File: src/icache_pkg.sv
/*
 * Instruction cache package
 * Cache geometry, scramble key widths and the FSM and decode enums
 */
`default_nettype none

package icache_pkg;

  // Bus and address geometry
  localparam int unsigned ADDR_W        = 32;
  localparam int unsigned WORD_W        = 32;
  localparam int unsigned IC_LINE_BEATS = 4;
  localparam int unsigned IC_NUM_LINES  = 16;
  localparam int unsigned IC_INDEX_W    = 4;
  localparam int unsigned IC_BEAT_W     = 2;
  localparam int unsigned IC_INDEX_LSB  = IC_BEAT_W + 2;
  localparam int unsigned IC_TAG_LSB    = IC_INDEX_LSB + IC_INDEX_W;
  localparam int unsigned IC_TAG_SIZE   = ADDR_W - IC_INDEX_W - IC_BEAT_W - 2;
  localparam int unsigned IC_LINE_W     = WORD_W * IC_LINE_BEATS;

  // Scrambling key material
  localparam int unsigned SCR_KEY_W   = 64;
  localparam int unsigned SCR_NONCE_W = 32;

  // Key and nonce in use straight out of reset
  localparam logic [SCR_KEY_W-1:0]   SCR_RST_KEY   = 64'hd1c3_5a7e_96b0_2f4d;
  localparam logic [SCR_NONCE_W-1:0] SCR_RST_NONCE = 32'hbbbe_effe;

  // Line fill FSM
  typedef enum logic [2:0] {
    FILL_IDLE,
    FILL_REQ,
    FILL_WAIT,
    FILL_WRITE,
    FILL_RESP
  } fill_state_e;

  // Key controller FSM
  typedef enum logic [1:0] {
    KEY_VALID,
    KEY_INVALID,
    KEY_REQ
  } key_state_e;

  // Decision from the lookup stage
  typedef enum logic [1:0] {
    OP_NONE,
    OP_HIT,
    OP_MISS_FILL,
    OP_BYPASS
  } lookup_op_e;

endpackage

`default_nettype wire

File: src/icache_fill.sv
/*
 * Line fill stage
 * Fetches a four-beat line or a single bypass word over the instruction bus
 */
`timescale 1ns/100ps
`default_nettype none

module icache_fill import icache_pkg::*; (
  input  logic                   clk,
  input  logic                   rst_n,
  input  lookup_op_e             lookup_op_i,
  input  logic [ADDR_W-1:0]      lookup_addr_i,
  output logic                   instr_req_o,
  output logic [ADDR_W-1:0]      instr_addr_o,
  input  logic                   instr_gnt_i,
  input  logic                   instr_rvalid_i,
  input  logic [WORD_W-1:0]      instr_rdata_i,
  input  logic                   instr_err_i,
  output logic                   tag_write_o,
  output logic                   data_write_o,
  output logic [IC_INDEX_W-1:0]  wr_index_o,
  output logic [IC_TAG_SIZE-1:0] tag_wdata_o,
  output logic [IC_LINE_W-1:0]   data_wdata_o,
  output logic                   fill_line_valid_o,
  output logic                   fill_busy_o,
  output logic                   fill_done_o,
  output logic [WORD_W-1:0]      fill_rdata_o,
  output logic                   fill_err_o
);

  fill_state_e          state_q, state_d;
  logic [IC_BEAT_W-1:0] beat_q;
  logic                 bypass_q;
  logic                 err_q;
  logic [ADDR_W-1:0]    addr_q;
  logic [IC_LINE_W-1:0] line_q;
  logic [WORD_W-1:0]    word_q;
  logic                 start;
  logic                 last_beat;
  logic                 line_write;

  assign start     = (lookup_op_i == OP_MISS_FILL) || (lookup_op_i == OP_BYPASS);
  assign last_beat = bypass_q || (beat_q == IC_BEAT_W'(IC_LINE_BEATS - 1));

  always_comb begin
    state_d = state_q;
    unique case (state_q)
      FILL_IDLE:  if (start) state_d = FILL_REQ;
      FILL_REQ:   if (instr_gnt_i) state_d = FILL_WAIT;
      FILL_WAIT: begin
        if (instr_rvalid_i) begin
          if (!last_beat)     state_d = FILL_REQ;
          else if (bypass_q)  state_d = FILL_RESP;
          else                state_d = FILL_WRITE;
        end
      end
      FILL_WRITE: state_d = FILL_IDLE;
      FILL_RESP:  state_d = FILL_IDLE;
      default:    state_d = FILL_IDLE;
    endcase
  end

  always_ff @(posedge clk or negedge rst_n) begin
    if (!rst_n) begin
      state_q  <= FILL_IDLE;
      beat_q   <= '0;
      bypass_q <= 1'b0;
      err_q    <= 1'b0;
    end else begin
      state_q <= state_d;
      if (state_q == FILL_IDLE && start) begin
        bypass_q <= (lookup_op_i == OP_BYPASS);
        err_q    <= 1'b0;
        // Line fills always start at beat 0
        beat_q   <= (lookup_op_i == OP_BYPASS) ?
                    lookup_addr_i[IC_INDEX_LSB-1:2] : '0;
      end else if (state_q == FILL_WAIT && instr_rvalid_i) begin
        err_q <= err_q | instr_err_i;
        if (!last_beat) begin
          beat_q <= beat_q + 1'b1;
        end
      end
    end
  end

  // Line buffer and returned word
  always_ff @(posedge clk) begin
    if (state_q == FILL_IDLE && start) begin
      addr_q <= lookup_addr_i;
    end
    if (state_q == FILL_WAIT && instr_rvalid_i) begin
      line_q[beat_q*WORD_W +: WORD_W] <= instr_rdata_i;
      if (beat_q == addr_q[IC_INDEX_LSB-1:2]) begin
        word_q <= instr_rdata_i;
      end
    end
  end

  assign instr_req_o  = (state_q == FILL_REQ);
  assign instr_addr_o = {addr_q[ADDR_W-1:IC_INDEX_LSB], beat_q, 2'b00};

  // Lines with a bus error are never written
  assign line_write        = (state_q == FILL_WRITE) && !err_q;
  assign tag_write_o       = line_write;
  assign data_write_o      = line_write;
  assign fill_line_valid_o = line_write;
  assign wr_index_o        = addr_q[IC_TAG_LSB-1:IC_INDEX_LSB];
  assign tag_wdata_o       = addr_q[ADDR_W-1:IC_TAG_LSB];
  assign data_wdata_o      = line_q;

  assign fill_busy_o  = (state_q != FILL_IDLE);
  assign fill_done_o  = (state_q == FILL_WRITE) || (state_q == FILL_RESP);
  assign fill_rdata_o = word_q;
  assign fill_err_o   = err_q;

  // Request and address hold until granted
  req_hold_a: assert property (@(posedge clk) disable iff (!rst_n)
    instr_req_o && !instr_gnt_i |=> instr_req_o && $stable(instr_addr_o));

endmodule

`default_nettype wire

File: src/icache_lookup.sv
/*
 * Cache lookup stage
 * Accepts fetches, reads tag and data RAM, then decides hit, miss or bypass
 */
`timescale 1ns/100ps
`default_nettype none

module icache_lookup import icache_pkg::*; (
  input  logic                   clk,
  input  logic                   rst_n,
  input  logic                   req_i,
  input  logic [ADDR_W-1:0]      addr_i,
  input  logic                   enable_i,
  input  logic                   inval_i,
  input  logic                   key_ok_i,
  input  logic                   fill_busy_i,
  input  logic                   fill_line_valid_i,
  input  logic [IC_INDEX_W-1:0]  fill_index_i,
  output logic                   tag_req_o,
  input  logic [IC_TAG_SIZE-1:0] tag_rdata_i,
  output logic                   data_req_o,
  input  logic [IC_LINE_W-1:0]   data_rdata_i,
  output lookup_op_e             lookup_op_o,
  output logic [ADDR_W-1:0]      lookup_addr_o,
  output logic [IC_LINE_W-1:0]   lookup_line_o,
  output logic                   busy_o
);

  logic                    accept;
  logic                    lookup_q;
  logic                    enable_q;
  logic [ADDR_W-1:0]       addr_q;
  logic [IC_NUM_LINES-1:0] valid_q;
  logic [IC_INDEX_W-1:0]   index;
  logic                    hit;

  assign busy_o = lookup_q | fill_busy_i | ~key_ok_i;
  assign accept = req_i & ~busy_o;

  // Both RAMs are read on the accepting edge
  assign tag_req_o  = accept;
  assign data_req_o = accept;

  always_ff @(posedge clk or negedge rst_n) begin
    if (!rst_n) begin
      lookup_q <= 1'b0;
      enable_q <= 1'b0;
    end else begin
      lookup_q <= accept;
      if (accept) begin
        enable_q <= enable_i;
      end
    end
  end

  always_ff @(posedge clk) begin
    if (accept) begin
      addr_q <= addr_i;
    end
  end

  // Line valid bits, only trusted when written under the current key
  always_ff @(posedge clk or negedge rst_n) begin
    if (!rst_n) begin
      valid_q <= '0;
    end else if (inval_i) begin
      valid_q <= '0;
    end else if (fill_line_valid_i && key_ok_i) begin
      valid_q[fill_index_i] <= 1'b1;
    end
  end

  assign index = addr_q[IC_TAG_LSB-1:IC_INDEX_LSB];
  assign hit   = valid_q[index] && (tag_rdata_i == addr_q[ADDR_W-1:IC_TAG_LSB]);

  always_comb begin
    lookup_op_o = OP_NONE;
    if (lookup_q) begin
      if (!enable_q)  lookup_op_o = OP_BYPASS;
      else if (hit)   lookup_op_o = OP_HIT;
      else            lookup_op_o = OP_MISS_FILL;
    end
  end

  assign lookup_addr_o = addr_q;
  assign lookup_line_o = data_rdata_i;

  // The core waits for busy to drop before fetching
  no_req_when_busy_a: assert property (@(posedge clk) disable iff (!rst_n)
    req_i |-> !busy_o);

endmodule

`default_nettype wire

File: src/icache_output.sv
/*
 * Response stage
 * Registers the fetched word, its address and error for the core
 */
`timescale 1ns/100ps
`default_nettype none

module icache_output import icache_pkg::*; (
  input  logic                 clk,
  input  logic                 rst_n,
  input  lookup_op_e           lookup_op_i,
  input  logic [ADDR_W-1:0]    lookup_addr_i,
  input  logic [IC_LINE_W-1:0] lookup_line_i,
  input  logic                 fill_done_i,
  input  logic [WORD_W-1:0]    fill_rdata_i,
  input  logic                 fill_err_i,
  output logic                 valid_o,
  output logic [WORD_W-1:0]    rdata_o,
  output logic [ADDR_W-1:0]    addr_o,
  output logic                 err_o
);

  logic                 hit;
  logic [IC_BEAT_W-1:0] beat;
  logic                 valid_q;
  logic [WORD_W-1:0]    rdata_q;
  logic [ADDR_W-1:0]    addr_q;
  logic                 err_q;

  assign hit  = (lookup_op_i == OP_HIT);
  assign beat = lookup_addr_i[IC_INDEX_LSB-1:2];

  always_ff @(posedge clk or negedge rst_n) begin
    if (!rst_n) begin
      valid_q <= 1'b0;
    end else begin
      valid_q <= hit | fill_done_i;
    end
  end

  always_ff @(posedge clk) begin
    if (hit) begin
      rdata_q <= lookup_line_i[beat*WORD_W +: WORD_W];
      addr_q  <= lookup_addr_i;
      err_q   <= 1'b0;
    end else if (fill_done_i) begin
      rdata_q <= fill_rdata_i;
      addr_q  <= lookup_addr_i;
      err_q   <= fill_err_i;
    end
  end

  assign valid_o = valid_q;
  assign rdata_o = rdata_q;
  assign addr_o  = addr_q;
  assign err_o   = err_q;

endmodule

`default_nettype wire

File: src/icache_top.sv
/*
 * Scrambled direct-mapped instruction cache
 * Key controller, tag and data RAMs, and the lookup, fill and response stages
 */
`timescale 1ns/100ps
`default_nettype none

module icache_top import icache_pkg::*; (
  input  logic                   clk,
  input  logic                   rst_n,
  // Core side
  input  logic                   req_i,
  input  logic [ADDR_W-1:0]      addr_i,
  output logic                   valid_o,
  output logic [WORD_W-1:0]      rdata_o,
  output logic [ADDR_W-1:0]      addr_o,
  output logic                   err_o,
  input  logic                   icache_enable_i,
  input  logic                   icache_inval_i,
  output logic                   busy_o,
  // Instruction memory bus
  output logic                   instr_req_o,
  output logic [ADDR_W-1:0]      instr_addr_o,
  input  logic                   instr_gnt_i,
  input  logic                   instr_rvalid_i,
  input  logic [WORD_W-1:0]      instr_rdata_i,
  input  logic                   instr_err_i,
  // Key provider
  output logic                   key_req_o,
  input  logic                   key_valid_i,
  input  logic [SCR_KEY_W-1:0]   key_i,
  input  logic [SCR_NONCE_W-1:0] nonce_i
);

  logic [SCR_KEY_W-1:0]   scr_key;
  logic [SCR_NONCE_W-1:0] scr_nonce;
  logic                   key_ok;
  logic                   tag_req, data_req, tag_write, data_write;
  logic [IC_INDEX_W-1:0]  wr_index, tag_index, data_index;
  logic [IC_TAG_SIZE-1:0] tag_wdata, tag_rdata;
  logic [IC_LINE_W-1:0]   data_wdata, data_rdata, lookup_line;
  lookup_op_e             lookup_op;
  logic [ADDR_W-1:0]      lookup_addr;
  logic                   fill_busy, fill_line_valid, fill_done, fill_err;
  logic [WORD_W-1:0]      fill_rdata;

  scr_key_ctrl scr_key_ctrl_inst (
    .clk, .rst_n, .inval_i(icache_inval_i), .key_valid_i, .key_i, .nonce_i,
    .key_req_o, .scr_key_o(scr_key), .scr_nonce_o(scr_nonce), .key_ok_o(key_ok)
  );

  // Fill writes take the RAM port, reads index straight from the fetch address
  assign tag_index  = tag_write ? wr_index : addr_i[IC_TAG_LSB-1:IC_INDEX_LSB];
  assign data_index = data_write ? wr_index : addr_i[IC_TAG_LSB-1:IC_INDEX_LSB];

  scr_ram_1p #(.Width(IC_TAG_SIZE)) tag_ram_inst (
    .clk, .rst_n, .req_i(tag_req | tag_write), .write_i(tag_write), .addr_i(tag_index),
    .wdata_i(tag_wdata), .rdata_o(tag_rdata), .key_i(scr_key), .nonce_i(scr_nonce)
  );

  scr_ram_1p #(.Width(IC_LINE_W)) data_ram_inst (
    .clk, .rst_n, .req_i(data_req | data_write), .write_i(data_write), .addr_i(data_index),
    .wdata_i(data_wdata), .rdata_o(data_rdata), .key_i(scr_key), .nonce_i(scr_nonce)
  );

  icache_lookup icache_lookup_inst (
    .clk, .rst_n, .req_i, .addr_i, .enable_i(icache_enable_i), .inval_i(icache_inval_i),
    .key_ok_i(key_ok), .fill_busy_i(fill_busy), .fill_line_valid_i(fill_line_valid),
    .fill_index_i(wr_index), .tag_req_o(tag_req), .tag_rdata_i(tag_rdata),
    .data_req_o(data_req), .data_rdata_i(data_rdata), .lookup_op_o(lookup_op),
    .lookup_addr_o(lookup_addr), .lookup_line_o(lookup_line), .busy_o
  );

  icache_fill icache_fill_inst (
    .clk, .rst_n, .lookup_op_i(lookup_op), .lookup_addr_i(lookup_addr),
    .instr_req_o, .instr_addr_o, .instr_gnt_i, .instr_rvalid_i, .instr_rdata_i, .instr_err_i,
    .tag_write_o(tag_write), .data_write_o(data_write), .wr_index_o(wr_index),
    .tag_wdata_o(tag_wdata), .data_wdata_o(data_wdata), .fill_line_valid_o(fill_line_valid),
    .fill_busy_o(fill_busy), .fill_done_o(fill_done), .fill_rdata_o(fill_rdata),
    .fill_err_o(fill_err)
  );

  icache_output icache_output_inst (
    .clk, .rst_n, .lookup_op_i(lookup_op), .lookup_addr_i(lookup_addr),
    .lookup_line_i(lookup_line), .fill_done_i(fill_done), .fill_rdata_i(fill_rdata),
    .fill_err_i(fill_err), .valid_o, .rdata_o, .addr_o, .err_o
  );

endmodule

`default_nettype wire

File: src/scr_key_ctrl.sv
/*
 * Scrambling key controller
 * Keeps key and nonce, drops them on invalidate and requests fresh ones
 */
`timescale 1ns/100ps
`default_nettype none

module scr_key_ctrl import icache_pkg::*; (
  input  logic                   clk,
  input  logic                   rst_n,
  input  logic                   inval_i,
  input  logic                   key_valid_i,
  input  logic [SCR_KEY_W-1:0]   key_i,
  input  logic [SCR_NONCE_W-1:0] nonce_i,
  output logic                   key_req_o,
  output logic [SCR_KEY_W-1:0]   scr_key_o,
  output logic [SCR_NONCE_W-1:0] scr_nonce_o,
  output logic                   key_ok_o
);

  key_state_e             state_q, state_d;
  logic [SCR_KEY_W-1:0]   key_q;
  logic [SCR_NONCE_W-1:0] nonce_q;

  always_comb begin
    state_d = state_q;
    unique case (state_q)
      KEY_VALID:   state_d = KEY_VALID;
      // Let a valid still held from the last exchange drop first
      KEY_INVALID: if (!key_valid_i) state_d = KEY_REQ;
      KEY_REQ:     if (key_valid_i) state_d = KEY_VALID;
      default:     state_d = KEY_INVALID;
    endcase
    if (inval_i) begin
      state_d = KEY_INVALID;
    end
  end

  always_ff @(posedge clk or negedge rst_n) begin
    if (!rst_n) begin
      state_q <= KEY_VALID;
      key_q   <= SCR_RST_KEY;
      nonce_q <= SCR_RST_NONCE;
    end else begin
      state_q <= state_d;
      if (state_q == KEY_REQ && key_valid_i && !inval_i) begin
        key_q   <= key_i;
        nonce_q <= nonce_i;
      end
    end
  end

  assign key_req_o   = (state_q != KEY_VALID);
  assign key_ok_o    = (state_q == KEY_VALID);
  assign scr_key_o   = key_q;
  assign scr_nonce_o = nonce_q;

  // A new request only ever follows an invalidate
  key_req_rise_a: assert property (@(posedge clk) disable iff (!rst_n)
    $rose(key_req_o) |-> $past(inval_i));

endmodule

`default_nettype wire

File: src/scr_ram_1p.sv
/*
 * Scrambled single-port RAM
 * Rows are stored XORed with a keystream derived from key, nonce and row index
 */
`timescale 1ns/100ps
`default_nettype none

module scr_ram_1p import icache_pkg::*; #(
  parameter int unsigned Width = 32
) (
  input  logic                   clk,
  input  logic                   rst_n,
  input  logic                   req_i,
  input  logic                   write_i,
  input  logic [IC_INDEX_W-1:0]  addr_i,
  input  logic [Width-1:0]       wdata_i,
  output logic [Width-1:0]       rdata_o,
  input  logic [SCR_KEY_W-1:0]   key_i,
  input  logic [SCR_NONCE_W-1:0] nonce_i
);

  logic [Width-1:0] mem [IC_NUM_LINES];
  logic [Width-1:0] rdata_q;

  // Low key half XOR nonce, rotated by row, upper key half on odd 32-bit replicas
  function automatic logic [Width-1:0] keystream(input logic [IC_INDEX_W-1:0]  row,
                                                 input logic [SCR_KEY_W-1:0]   key,
                                                 input logic [SCR_NONCE_W-1:0] nonce);
    logic [SCR_NONCE_W-1:0]   base;
    logic [2*SCR_NONCE_W-1:0] dbl;
    logic [Width-1:0]         ks;
    base = key[SCR_NONCE_W-1:0] ^ nonce;
    dbl  = {base, base} << row;
    base = dbl[2*SCR_NONCE_W-1:SCR_NONCE_W];
    for (int i = 0; i < Width; i++) begin
      ks[i] = base[i % 32];
      if (((i / 32) % 2) == 1) begin
        ks[i] = ks[i] ^ key[32 + (i % 32)];
      end
    end
    return ks;
  endfunction

  always_ff @(posedge clk) begin
    if (req_i && write_i) begin
      mem[addr_i] <= wdata_i ^ keystream(addr_i, key_i, nonce_i);
    end else if (req_i) begin
      rdata_q <= mem[addr_i] ^ keystream(addr_i, key_i, nonce_i);
    end
  end

  assign rdata_o = rdata_q;

  // Row index must be known whenever the RAM is accessed
  addr_known_a: assert property (@(posedge clk) disable iff (!rst_n)
    req_i |-> !$isunknown(addr_i));

endmodule

`default_nettype wire
File: config.mk
export PLATFORM = sky130hd
export DESIGN_NAME = icache_top
export DESIGN_NICKNAME = d
export VERILOG_FILES = /design/src/icache_pkg.sv /design/src/icache_fill.sv /design/src/icache_lookup.sv /design/src/icache_output.sv /design/src/icache_top.sv /design/src/scr_key_ctrl.sv /design/src/scr_ram_1p.sv
export SDC_FILE = /design/constraint.sdc
export NUM_CORES = 2
export LEC_CHECK = 0
export BUFFER_PORTS_ARGS = -buffer_cell sky130_fd_sc_hd__buf_2
export CAP_MARGIN = 20
export CORE_MARGIN = 3
export CORE_UTILIZATION = 50
export DETAILED_ROUTE_END_ITERATION = 6
export PLACE_DENSITY = 0.64
export SYNTH_ARGS = -nofsm -noshare
export SYNTH_HDL_FRONTEND = slang
export SYNTH_HIERARCHICAL = 1
export SYNTH_SLANG_ARGS = --single-unit
File: constraint.sdc
create_clock -name clk -period 19.15 [get_ports clk]
set_input_delay 0.9575 -clock clk [delete_from_list [all_inputs] [get_ports clk]]
set_output_delay 0.9575 -clock clk [all_outputs]
set_load 0.03 [all_outputs]
==> key figures <==
Timing
  – Final Max Slew Viols: 0
  – Final Setup Violations: 0
  – Worst Clk Skew: 0.08572 ns
  – Fin Setup TNS: 0 ns
  – RSZ-0062 raised after global routing: no
  – Final Hold Vio Count: 0
  – Fin crit share: 31.95%
  – Worst Tran Pin Value: about 1.2 ns
  – Max Clock Freq: between 0.15 and 0.2 GHz
  – Post-route minimum period: 6.118 ns
  – Worst rel slew slack: 17.98%
  – Final hold slack: 0.08263 ns

Clock network
  – CTS buffer count: 325
  – Clk Latency, worst-skew pair: 0.97 ns
  – CTS tree: done
  – Setup bufs post-CTS: 0
  – TritonCTS Sinks: 2995
  – PostCTS Resize Cnt: 0
  – Clock Pin Slew Worst Setup and Hold Paths: 0.06 ns
  – H-tree levels: 5
  – Clock Root Buffer: clkbuf_16
  – Hold Buf Count CTS: 0
  – CTS max path bufs: 4

Yosys
  – EDFF count, synth: 2870
  – Top FF cell, synth: edfxtp_1
  – Synth warn: 6
  – Largest area contributor in the netlist: edfxtp_1
  – Distinct cell type count after synthesis: 86
  – Register bit total from synthesis: 2995
  – Synthesized area: 0.1214 sq mm
  – Top post-synthesis cells by area: edfxtp_1 (71%), mux4_2 (14%), xnor2_1 (1.8%)
  – Post-synthesis sequential area ratio: about three quarters
  – Async set-reset flop share out of synthesis: 4.140%
  – Top cell type's share of synthesized area: 70.99%
  – Syn avg cell area: 21.86 sq um
  – Mapped Cells: roughly 5600

Status
  – Status: complete, but fails checks
  – Violated checks: design-rule violations

Routing
  – Vias per cell: 6.270
  – WL/cell: 33.60 um
  – First-pass iteration count of the detailed router: 7
  – WL final: 313.7 mm
  – Antenna-violating nets left: 0
  – Iter 0 DRT Violations: 7235
  – DRC Markers: 6
  – Via Count: 58539

Finish
  – Area Overhead vs Synth: 11.79%
  – Design Area, Final: 0.1357 sq mm
  – Fin cells: 9337
  – Layout fillers: 17603
  – Share of layout cells above drive strength 1: 33.61%
  – Highest-count cells in the layout ignoring fill and taps: edfxtp_1 (2870), mux4_2 (754), clkbuf_16 (331), buf_2 (266), xnor2_1 (249)
  – Nets: 6079
  – Commonest non-fill, non-tap cell in the layout: edfxtp_1

Power and ir drop
  – Power per cell area: between 100 and 150 mW/mm^2
  – Highest ir drop seen on vdd: 0.00009367 V
  – Static Leak: approximately 44 nW

GRT
  – GRT Util Overall: 25.05%
  – Global-route wire length before repair: 442.9 mm
  – Grt total ovfl: 0
  – Vias in the first global route: between 50000 and 60000
  – Largest net degree at the start of global routing: 134
  – Initial antenna violation count: 27

Place
  – DP Cell Count: 8659
  – Cell Area, Placed: 0.1249 sq mm
  – Port bufs: 267
  – Placer Congestion: 0.8947
  – DP HPWL: 170.8 mm

Floorplanning
  – Die area: 0.2487 sq mm
  – Die Width: 498.7 um
  – Core box area: 0.2410 sq mm
  – Initial core utilization: 50.38%
  – Die H: approximately 500 um
  – # IOs: 270
  – Rows: 180

Flow run
  – Total of max-cap violations: 0

Setup path
  – Crit path required time: 19.73 ns
  – CP Launch Type: flop
  – Setup Crit Path Kind: reg -> reg
  – Maximum fanout along the worst path: 63
  – CP arrival: 6.70 ns
  – Crit. End Element: flop

Min path
  – Worst min path class: in -> async
## cell type report
type	instances	area, sq um	share of cell area [%]
Sequential cell	2995	89380	65.86
Tap cell	3185	3985	2.936
Timing Repair Buffer	483	3199	2.357
Clock inverter	157	1400	1.032
Multi-Input combinational cell	2090	29080	21.43
Inverter	9	33.78	0.02489
Antenna cell	17	42.54	0.03135
Clock buffer	401	8596	6.334
## power breakdown
part	total, W	switching, W	leakage, nW	internal, W
combinational	0.00337	0.00224	11.5	0.00113
clock	0.00594	0.00247	4.85	0.00347
sequential	0.00863	0.000172	27.3	0.00846
total	0.0179	0.00488	43.7	0.0131
## per-layer routing
layer	vias up	part of all wire [%]	track usage (%)
met2	2839	48	39.86
met5	-	0.026	0
met4	12	3.3	7.493
met3	524	8.5	4.634
met1	31691	40	35.69
li1	23473	-	-
## worst paths after layout
| path | start | endpoint | slack (ns) | depth (start not counted) |
|---|---|---|---|---|
| max | icache_fill_inst/state_q[0]$_DFFE_PN0P_ | data_ram_inst/mem[14][52]$_DFFE_PP_ | 13.03 | 8 |
| min | rst_n | icache_output_inst/valid_o$_DFF_PN0_ | 0.08 | 1 |
| max reg2reg | icache_fill_inst/state_q[0]$_DFFE_PN0P_ | data_ram_inst/mem[14][52]$_DFFE_PP_ | 13.03 | 8 |
| min reg2reg | icache_lookup_inst/lookup_addr_o[1]$_DFFE_PP_ | icache_output_inst/addr_o[1]$_DFFE_PP_ | 0.42 | 0 |
| min in group clk | addr_i[29] | icache_lookup_inst/lookup_addr_o[29]$_DFFE_PP_ | 0.17 | 1 |
| max in group asynchronous | rst_n | scr_key_ctrl_inst/scr_key_o[58]$_DFFE_PN0P_ | 17.25 | 3 |
## kinds of logic (layout without fill, tap and decap cells)
kind of cell,count (synthesis),count (layout),share of synthesized area (%)
adders and majority gates,6,6,0.06184
other,1,19,0.003089
muxes,923,923,15.85
and+or+nand+nor,366,366,1.676
DFF,2995,2995,73.62
buffers and inverters,469,1050,2.683
xor gates and xnor gates,456,456,3.503
AOI/OAI and AO/OA,337,337,2.600
## synthesized netlist by cell type, drive strengths merged, types with 12 or more instances
cell type	count
mux2i	16
buf	356
o22a	12
dfstp	60
xor2	196
xnor2	260
nand3	14
nand2	38
a22o	66
clkbuf	104
a21oi	20
mux2	146
mux4	761
a221oi	67
o22ai	72
edfxtp	2870
dfrtp	64
nor2	97
nand2b	16
o21ai	25
and2	137
## registers in the layout, indices dropped and copies added (netlist names), 16 cells and up
| name | cells |
|---|---|
| data_ram_inst/mem | 2048 |
| data_ram_inst/rdata_o | 128 |
| icache_fill_inst/addr_q | 30 |
| icache_fill_inst/data_wdata_o | 128 |
| icache_fill_inst/fill_rdata_o | 32 |
| icache_lookup_inst/lookup_addr_o | 32 |
| icache_lookup_inst/valid_q | 16 |
| icache_output_inst/addr_o | 32 |
| icache_output_inst/rdata_o | 32 |
| scr_key_ctrl_inst/scr_key_o | 64 |
| scr_key_ctrl_inst/scr_nonce_o | 32 |
| tag_ram_inst/mem | 384 |
| tag_ram_inst/rdata_o | 24 |
## worst max-delay path, stage by stage (launching register included)
cell      delay, ns
dfrtp_1        0.54
nor4bb_4       0.35
buf_4          0.43
mux2_8         0.61
buf_4          0.84
nand2b_1       0.77
o221ai_2       0.94
xor2_2         0.29
xnor2_1        0.93
## stage by stage
stage | setup slack (ns) | utilization (%) | total power [W]
6_report | 13.03 | 56.32 | 0.01794
5_1_grt | 12.69 | 56.30 | 0.01854
4_1_cts | 12.89 | 55.96 | 0.01787
3_5_place_dp | 12.90 | 51.81 | 0.01195
3_3_place_gp | 13.00 | 51.79 | 0.01183
2_1_floorplan | 6.468 | - | 0.01088
Note: power is estimated with default switching activity, not from simulation.
